===== src/common/mem_pkg.sv =====
// types shared by the fetch unit, the load/store lane and the bus arbiter
// mem_op_e values are the MIPS primary opcodes, so the instruction field maps directly
`default_nettype none

package mem_pkg;

	typedef logic [31:0] word_t;
	typedef logic [3:0] byte_en_t;

	// loads and stores kept from the core without LWL and LWR
	typedef enum logic [5:0] {
		op_lb  = 6'b100000,
		op_lh  = 6'b100001,
		op_lw  = 6'b100011,
		op_lbu = 6'b100100,
		op_lhu = 6'b100101,
		op_sb  = 6'b101000,
		op_sh  = 6'b101001,
		op_sw  = 6'b101011
	} mem_op_e;

	// store value sits in the low bits of wdata
	typedef struct packed {
		mem_op_e op;
		word_t addr;
		word_t wdata;
	} data_req_t;

	// one Avalon transfer as seen on the pins
	typedef struct packed {
		word_t address;
		byte_en_t byteenable;
		word_t writedata;
		logic read;
		logic write;
	} bus_req_t;

	typedef struct packed {
		word_t pc;
		word_t instr;
	} fetch_word_t;

endpackage

`default_nettype wire


===== src/fetch/instr_fetch.sv =====
// sequential word fetch into a one-entry buffer
// low bits of redirect_pc are dropped; reset_vector must be word aligned
`default_nettype none

module instr_fetch #(
	parameter mem_pkg::word_t reset_vector = 32'hBFC00000
) (
	input  logic clk,
	input  logic reset,
	input  logic redirect_valid,
	input  mem_pkg::word_t redirect_pc,
	output logic instr_valid,
	input  logic instr_ready,
	output mem_pkg::fetch_word_t instr,
	output logic fetch_req_valid,
	input  logic fetch_req_ready,
	output mem_pkg::bus_req_t fetch_req,
	input  logic fetch_done,
	input  mem_pkg::word_t rdata
);
	import mem_pkg::*;

	word_t pc;
	logic outstanding;
	logic stale;
	logic buf_valid;
	fetch_word_t buf_q;
	logic fetch_fire;
	logic instr_fire;

	assign fetch_fire = fetch_req_valid & fetch_req_ready;
	assign instr_fire = instr_valid & instr_ready;

	// one read at a time, and only into an empty buffer
	assign fetch_req_valid = !buf_valid && !outstanding;

	always_comb begin
		fetch_req = '0;
		fetch_req.address = pc;
		fetch_req.byteenable = 4'b1111;
		fetch_req.read = 1'b1;
	end

	always_ff @(posedge clk, posedge reset) begin
		if (reset) begin
			pc <= reset_vector;
			outstanding <= 1'b0;
			stale <= 1'b0;
			buf_valid <= 1'b0;
		end else begin
			if (fetch_fire) begin
				outstanding <= 1'b1;
			end else if (fetch_done) begin
				outstanding <= 1'b0;
			end
			// a read still on the bus after a redirect returns old data
			if (redirect_valid && (fetch_fire || (outstanding && !fetch_done))) begin
				stale <= 1'b1;
			end else if (fetch_done) begin
				stale <= 1'b0;
			end
			if (redirect_valid) begin
				buf_valid <= 1'b0;
				pc <= {redirect_pc[31:2], 2'b00};
			end else if (fetch_done && !stale) begin
				buf_valid <= 1'b1;
			end else if (instr_fire) begin
				buf_valid <= 1'b0;
				pc <= buf_q.pc + 32'd4;
			end
		end
	end

	// pc is steady while a non-stale fetch is out
	always_ff @(posedge clk) begin
		if (fetch_done) begin
			buf_q.pc <= pc;
			buf_q.instr <= rdata;
		end
	end

	assign instr_valid = buf_valid;
	assign instr = buf_q;

endmodule

`default_nettype wire


===== src/data/load_store_lane.sv =====
// one MIPS load or store at a time, mapped onto a single Avalon transfer
// misaligned halfword and word addresses ignore the low bits as in the core
`default_nettype none

module load_store_lane (
	input  logic clk,
	input  logic reset,
	input  logic data_req_valid,
	output logic data_req_ready,
	input  mem_pkg::data_req_t data_req,
	output logic data_resp_valid,
	input  logic data_resp_ready,
	output mem_pkg::word_t load_data,
	output logic lane_req_valid,
	input  logic lane_req_ready,
	output mem_pkg::bus_req_t lane_req,
	input  logic lane_done,
	input  mem_pkg::word_t rdata
);
	import mem_pkg::*;

	logic busy;
	logic req_pending;
	logic resp_valid;
	logic accept;
	logic is_store;
	mem_op_e op_q;
	logic [1:0] offset_q;
	bus_req_t req_d;
	bus_req_t req_q;
	word_t load_d;
	word_t load_q;
	logic [7:0] byte_sel;
	logic [15:0] half_sel;

	// busy from acceptance until the response is taken
	assign data_req_ready = !busy;
	assign accept = data_req_valid & data_req_ready;

	always_comb begin
		req_d = '0;
		req_d.address = {data_req.addr[31:2], 2'b00};
		case (data_req.op)
			op_lb, op_lbu, op_sb: begin
				req_d.byteenable = 4'b0001 << data_req.addr[1:0];
				req_d.writedata = {4{data_req.wdata[7:0]}};
			end
			op_lh, op_lhu, op_sh: begin
				req_d.byteenable = data_req.addr[1] ? 4'b1100 : 4'b0011;
				req_d.writedata = {2{data_req.wdata[15:0]}};
			end
			default: begin
				req_d.byteenable = 4'b1111;
				req_d.writedata = data_req.wdata;
			end
		endcase
		is_store = data_req.op inside {op_sb, op_sh, op_sw};
		req_d.write = is_store;
		req_d.read = !is_store;
	end

	// pick the addressed lane out of the read word and extend it
	always_comb begin
		byte_sel = rdata[8*offset_q +: 8];
		half_sel = offset_q[1] ? rdata[31:16] : rdata[15:0];
		case (op_q)
			op_lb: load_d = {{24{byte_sel[7]}}, byte_sel};
			op_lbu: load_d = {24'b0, byte_sel};
			op_lh: load_d = {{16{half_sel[15]}}, half_sel};
			op_lhu: load_d = {16'b0, half_sel};
			op_lw: load_d = rdata;
			// stores answer with zero
			default: load_d = '0;
		endcase
	end

	always_ff @(posedge clk, posedge reset) begin
		if (reset) begin
			busy <= 1'b0;
			req_pending <= 1'b0;
			resp_valid <= 1'b0;
		end else begin
			if (accept) begin
				busy <= 1'b1;
				req_pending <= 1'b1;
			end else if (lane_req_valid && lane_req_ready) begin
				req_pending <= 1'b0;
			end
			if (lane_done) begin
				resp_valid <= 1'b1;
			end else if (data_resp_valid && data_resp_ready) begin
				resp_valid <= 1'b0;
				busy <= 1'b0;
			end
		end
	end

	always_ff @(posedge clk) begin
		if (accept) begin
			req_q <= req_d;
			op_q <= data_req.op;
			offset_q <= data_req.addr[1:0];
		end
		if (lane_done) begin
			load_q <= load_d;
		end
	end

	assign lane_req_valid = req_pending;
	assign lane_req = req_q;
	assign data_resp_valid = resp_valid;
	assign load_data = load_q;

endmodule

`default_nettype wire


===== src/logic/bus_arbiter.sv =====
// shares one Avalon master port between fetch and data requests
// one transfer on the bus at a time; a grant costs one idle cycle
`default_nettype none

module bus_arbiter (
	input  logic clk,
	input  logic reset,
	input  logic fetch_req_valid,
	output logic fetch_req_ready,
	input  mem_pkg::bus_req_t fetch_req,
	input  logic lane_req_valid,
	output logic lane_req_ready,
	input  mem_pkg::bus_req_t lane_req,
	output logic fetch_done,
	output logic lane_done,
	output mem_pkg::word_t rdata,
	output mem_pkg::word_t address,
	output logic read,
	output logic write,
	output mem_pkg::word_t writedata,
	output mem_pkg::byte_en_t byteenable,
	input  logic waitrequest,
	input  mem_pkg::word_t readdata
);
	import mem_pkg::*;

	typedef enum logic [1:0] {
		st_idle,
		st_fetch,
		st_data
	} arb_state_e;

	arb_state_e state;
	logic last_lane;
	logic grant_fetch;
	logic grant_lane;
	logic busy;
	bus_req_t bus_q;

	// on a tie the requester not granted last time wins
	assign grant_lane = (state == st_idle) && lane_req_valid && (!fetch_req_valid || !last_lane);
	assign grant_fetch = (state == st_idle) && fetch_req_valid && !grant_lane;

	assign fetch_req_ready = grant_fetch;
	assign lane_req_ready = grant_lane;
	assign busy = (state != st_idle);

	always_ff @(posedge clk, posedge reset) begin
		if (reset) begin
			state <= st_idle;
			last_lane <= 1'b0;
		end else begin
			case (state)
				st_idle: begin
					if (grant_lane) begin
						state <= st_data;
						last_lane <= 1'b1;
					end else if (grant_fetch) begin
						state <= st_fetch;
						last_lane <= 1'b0;
					end
				end
				st_fetch, st_data: begin
					if (!waitrequest) begin
						state <= st_idle;
					end
				end
				default: state <= st_idle;
			endcase
		end
	end

	// request captured at grant, held on the pins through waitrequest
	always_ff @(posedge clk) begin
		if (grant_lane) begin
			bus_q <= lane_req;
		end else if (grant_fetch) begin
			bus_q <= fetch_req;
		end
	end

	assign address = bus_q.address;
	assign byteenable = bus_q.byteenable;
	assign writedata = bus_q.writedata;
	assign read = busy & bus_q.read;
	assign write = busy & bus_q.write;

	// readdata is valid in the completing cycle only
	assign fetch_done = (state == st_fetch) && !waitrequest;
	assign lane_done = (state == st_data) && !waitrequest;
	assign rdata = readdata;

endmodule

`default_nettype wire


===== src/logic/mips_mem_bus.sv =====
// memory side of the pipelined MIPS core on a single Avalon master
// fetch and data run side by side; both latencies vary with waitrequest
`default_nettype none

module mips_mem_bus #(
	parameter mem_pkg::word_t reset_vector = 32'hBFC00000
) (
	input  logic clk,
	input  logic reset,
	output mem_pkg::word_t address,
	output logic read,
	output logic write,
	output mem_pkg::word_t writedata,
	output mem_pkg::byte_en_t byteenable,
	input  logic waitrequest,
	input  mem_pkg::word_t readdata,
	input  logic redirect_valid,
	input  mem_pkg::word_t redirect_pc,
	output logic instr_valid,
	input  logic instr_ready,
	output mem_pkg::fetch_word_t instr,
	input  logic data_req_valid,
	output logic data_req_ready,
	input  mem_pkg::data_req_t data_req,
	output logic data_resp_valid,
	input  logic data_resp_ready,
	output mem_pkg::word_t load_data
);
	import mem_pkg::*;

	logic fetch_req_valid;
	logic fetch_req_ready;
	bus_req_t fetch_req;
	logic lane_req_valid;
	logic lane_req_ready;
	bus_req_t lane_req;
	logic fetch_done;
	logic lane_done;
	word_t rdata;

	instr_fetch #(
		.reset_vector(reset_vector)
	) u_fetch (
		.clk(clk),
		.reset(reset),
		.redirect_valid(redirect_valid),
		.redirect_pc(redirect_pc),
		.instr_valid(instr_valid),
		.instr_ready(instr_ready),
		.instr(instr),
		.fetch_req_valid(fetch_req_valid),
		.fetch_req_ready(fetch_req_ready),
		.fetch_req(fetch_req),
		.fetch_done(fetch_done),
		.rdata(rdata)
	);

	load_store_lane u_lane (
		.clk(clk),
		.reset(reset),
		.data_req_valid(data_req_valid),
		.data_req_ready(data_req_ready),
		.data_req(data_req),
		.data_resp_valid(data_resp_valid),
		.data_resp_ready(data_resp_ready),
		.load_data(load_data),
		.lane_req_valid(lane_req_valid),
		.lane_req_ready(lane_req_ready),
		.lane_req(lane_req),
		.lane_done(lane_done),
		.rdata(rdata)
	);

	bus_arbiter u_arbiter (
		.clk(clk),
		.reset(reset),
		.fetch_req_valid(fetch_req_valid),
		.fetch_req_ready(fetch_req_ready),
		.fetch_req(fetch_req),
		.lane_req_valid(lane_req_valid),
		.lane_req_ready(lane_req_ready),
		.lane_req(lane_req),
		.fetch_done(fetch_done),
		.lane_done(lane_done),
		.rdata(rdata),
		.address(address),
		.read(read),
		.write(write),
		.writedata(writedata),
		.byteenable(byteenable),
		.waitrequest(waitrequest),
		.readdata(readdata)
	);

endmodule

`default_nettype wire


===== config.mk =====
export PLATFORM = sky130hd
export DESIGN_NAME = mips_mem_bus
export DESIGN_NICKNAME = d
export VERILOG_FILES = /design/src/common/mem_pkg.sv /design/src/fetch/instr_fetch.sv /design/src/data/load_store_lane.sv /design/src/logic/bus_arbiter.sv /design/src/logic/mips_mem_bus.sv
export SDC_FILE = /design/constraint.sdc
export NUM_CORES = 1
export LEC_CHECK = 0
export BUFFER_PORTS_ARGS = -buffer_cell sky130_fd_sc_hd__buf_2
export CAP_MARGIN = 20
export CORE_MARGIN = 4
export CORE_UTILIZATION = 35
export DETAILED_ROUTE_END_ITERATION = 10
export GPL_ROUTABILITY_DRIVEN = 0
export HOLD_SLACK_MARGIN = 0.06
export PLACE_DENSITY = 0.61
export REMOVE_ABC_BUFFERS = 1
export SLEW_MARGIN = 20
export SYNTH_ARGS = -nofsm -noshare
export SYNTH_HDL_FRONTEND = slang
export SYNTH_SLANG_ARGS = --single-unit

===== constraint.sdc =====
create_clock -name clk -period 4.6 [get_ports clk]
set_input_delay 0.23 -clock clk [delete_from_list [all_inputs] [get_ports clk]]
set_output_delay 0.23 -clock clk [all_outputs]
set_load 0.01 [all_outputs]

==> impl_metrics.yaml <==
place:
  io_buffer_count: 307
  pre_cts_ws_ns: 2.06
  placed_cell_area_sq_um: 13500
  hpwl_um: 20900
power_and_ir_drop:
  combPwrFrac_pct: 21.3
  power_frac_seq_pct: 46.7
  ir_drop_mv: 0.309
  p_sw_share_pct: 28.5
  p_clk_share_pct: 32.0
  power_density_nw_per_um2: 502
  finalPower_w: 0.00802
  p_leak_nw: 6.45
  power.switching_w: 0.00228
  p_int_w: 0.00574
worst_setup_path:
  endpoint_kind: "flop"
  path_max_fanout: 72
  crit_type: "reg2reg"
  path_delay_family: "buffers and inverters"
  startpoint_type: "flop"
  path_buf_inv: 2
  crit_arrival_ns: 2.81
  slowest_stage: "buf_4"
  path_cells: "inv_1 -> ha_1 -> nand2_1 -> a21oi_4 -> buf_4 -> mux2_2"
  required_ns: 4.89
  max_stage_delay_ns: 0.65
sta:
  finalSetupTns_ns: 0
  skew_ns: 0.00976
  worst_slew_pin_slew_ns: 1.04
  hold_viol: 0
  min_period_over_period_pct: 54.7
  slew_violations: 0
  min_period_ns: 2.52
  setup_violations: 0
  fmax_mhz: 397
  maxSlewHeadroom_pct: 30.8
  fin_ws_ns: 2.08
  rsz0062_at_grt: "false"
flow_run:
  max-cap-violations: 0
yosys:
  synth-edff-count: 242
  ys_types: 54
  synth_seq_area_share_pct: 69.6
  ys_ff_latch: 283
  yosys_warnings: 0
  ys_async_sr_fraction_pct: 14.5
  synth_flop_cell: "edfxtp_1"
  avgSynthCellArea_sq_um: 14.4
  syn_inst: 827
  syn_area_sq_um: 11900
global_routing:
  grt_overflow: 0
  grt_usage_pct: 16.4
  antenna_found_initial: 1
  grt_pass1_vias: 8336
  grt_pass1_wl_um: 47500
  grt_max_degree: 73
clocking:
  cts_made_buffers: 31
  cts_tree: "built"
  ctsHoldBuffers: 140
  root_buffer: "clkbuf_16"
  cts_sinks: 283
  path_clk_slew_ns: 0.06
  cts-htree-levels: 1
  cts_buffer_depth: 3
  clkLatencyLatePin_ns: 0.55
  cts_setup_buffers: 0
  ctsResizeCount: 0
status:
  status: "finished clean"
die:
  die_y_um: 193
  coreArea_sq_um: 33600
  ios: 310
  std_cell_rows: 67
  die_area_sq_um: 37100
  start_util_pct: 35.5
  die_w_um: 193
route:
  vias: 8074
  drc_errors: 0
  via_per_inst: 4.77
  drt_iter0_markers: 481
  dr.pass1.iters: 5
  totalWireLength_um: 31600
  wl_per_cell_um: 18.7
  ant_nets: 0
finish:
  fill_cells: 2933
  nets: 1363
  drive_gt1_share_pct: 34.8
  stdcell_area_sq_um: 16000
  area_delta_synth_final_pct: 33.8
worst_hold_path:
  min_path_type: "in2reg"
[layout by cell type (no fill, tap or decap), types with 3 or more instances in the layout]
| master | count |
|---|---|
| a21o_1 | 19 |
| a21oi_1 | 19 |
| a221o_1 | 16 |
| and2_1 | 34 |
| and3_1 | 7 |
| buf_2 | 307 |
| buf_4 | 10 |
| bufinv_16 | 5 |
| clkbuf_1 | 5 |
| clkbuf_16 | 31 |
| clkinv_2 | 7 |
| clkinvlp_4 | 3 |
| dfrtp_1 | 32 |
| dfstp_2 | 9 |
| dlygate4sd3_1 | 140 |
| edfxtp_1 | 242 |
| ha_1 | 4 |
| inv_1 | 12 |
| mux2_2 | 38 |
| mux2i_1 | 26 |
| nand2_1 | 83 |
| nand2b_1 | 14 |
| nand3_1 | 14 |
| nand3b_1 | 3 |
| nand4_1 | 13 |
| nor2_1 | 28 |
| nor2b_1 | 6 |
| nor3_1 | 7 |
| nor3b_1 | 4 |
| nor4_1 | 5 |
| o21ai_0 | 28 |
| o221ai_1 | 5 |
| o22ai_1 | 3 |
| o31ai_1 | 3 |
| xnor2_1 | 7 |
| xor2_1 | 16 |
[metal layers]
layer  share of wire, %  vias up  track usage, %
met2                 50      271            28.8
met3                6.3       69            2.77
met1                 40     3964            20.5
li1                   -     3770               -
met5                  0        -               0
met4                3.6        0            5.57
[final cells by class]
cell class	count	area, sq um	share of cell area [%]
antenna	1	2.50	0.0157
clock buffer	38	822	5.15
clock inverter	19	233	1.46
inverter	14	52.6	0.329
multi-input combinational	430	2970	18.6
sequential	283	8300	52.0
tap	448	561	3.51
timing repair buffer	458	3030	19.0
[synthesized netlist by cell type, types with 2 or more instances]
master,n,share of area (%)
a221o_1,16,1.3
buf_2,7,0.29
nor2b_1,6,0.31
nor2_1,29,0.91
o221ai_1,5,0.37
nand3_1,14,0.59
o21ai_0,28,1.2
nor3b_1,4,0.25
nor3_1,7,0.29
and4_1,2,0.15
inv_1,14,0.44
edfxtp_1,242,61
dfrtp_1,32,6.7
nand2b_1,14,0.73
mux2_2,38,3.6
nand4_1,13,0.68
buf_4,71,4.5
nor4_1,5,0.26
buf_1,2,0.063
a21o_1,19,1.2
ha_1,4,0.42
o22ai_1,3,0.16
and2_1,34,1.8
xnor2_1,7,0.51
clkbuf_1,20,0.63
o31ai_1,3,0.19
mux2i_1,26,2.2
xor2_1,16,1.2
o21a_1,2,0.13
nor4_4,2,0.36
nand3b_1,3,0.19
nand2_1,83,2.6
a21oi_1,20,0.84
and3_1,7,0.37
o21bai_1,2,0.13
dfstp_2,9,2.0
[stage by stage]
step	utilization [%]	cells	hold WS, ns
floorplan	-	727	0.293
global placement	40.1	1491	0.409
detailed placement	40.1	1492	0.408
CTS	47.5	1689	0.145
global route	47.5	1691	0.158
finish	47.5	1691	0.163
[worst paths after layout]
| check | start | to | slack (ns) | cells past startpoint |
|---|---|---|---|---|
| max in group asynchronous | reset | u_fetch.pc[26] | 3.84 | 4 |
| hold reg to reg | u_fetch.pc[1] | u_fetch.instr[33] | 0.47 | 0 |
| min in group asynchronous | reset | u_arbiter.last_lane | 0.21 | 3 |
| setup reg to reg | u_arbiter.state[0] | u_arbiter.address[19] | 2.08 | 6 |
| setup / recovery | u_arbiter.state[0] | u_arbiter.address[19] | 2.08 | 6 |
| hold / removal | data_req[64] | u_lane.op_q[0] | 0.16 | 1 |
[kinds of logic after synthesis]
group	count (synthesis)	synth area share [%]
adders and majority gates	4	0.419
muxes	65	5.95
buffers and inverters	114	5.89
and+or+nand+nor	228	10.0
DFF	283	69.6
AOI/OAI and AO/OA	110	6.44
xor gates and xnor gates	23	1.69
[power by group through the flow]
stage | Clock (W) | Sequential [W] | Combinational [W]
4_1_cts | 0.00263 | 0.00375 | 0.00175
6_report | 0.00257 | 0.00375 | 0.00171
5_1_grt | 0.00274 | 0.00380 | 0.00187
3_5_place_dp | 0 | 0.00380 | 0.00165
3_3_place_gp | 0 | 0.00378 | 0.00163
2_1_floorplan | 0 | 0.00399 | 0.000656
[state kept, by name, summed over array words and instances (netlist names)]
register / flops
u_arbiter.address: 32
u_arbiter.bus_q: 2
u_arbiter.byteenable: 4
u_arbiter.last_lane: 1
u_arbiter.state: 2
u_arbiter.writedata: 32
u_fetch.instr: 64
u_fetch.instr_valid: 1
u_fetch.outstanding: 1
u_fetch.pc: 32
u_fetch.stale: 1
u_lane.busy: 1
u_lane.data_resp_valid: 1
u_lane.lane_req: 68
u_lane.lane_req_valid: 1
u_lane.load_data: 32
u_lane.offset_q: 2
u_lane.op_q: 6
[worst reg2reg max path: cells and delay by family (launching register included)]
family	cells	cell delay [ns]
buf+inv	2	0.76
mux	1	0.45
fa+ha+maj	1	0.38
flops	1	0.40
simple gates	1	0.15
compound gates	1	0.12
Power figures use the tool's default switching activity.
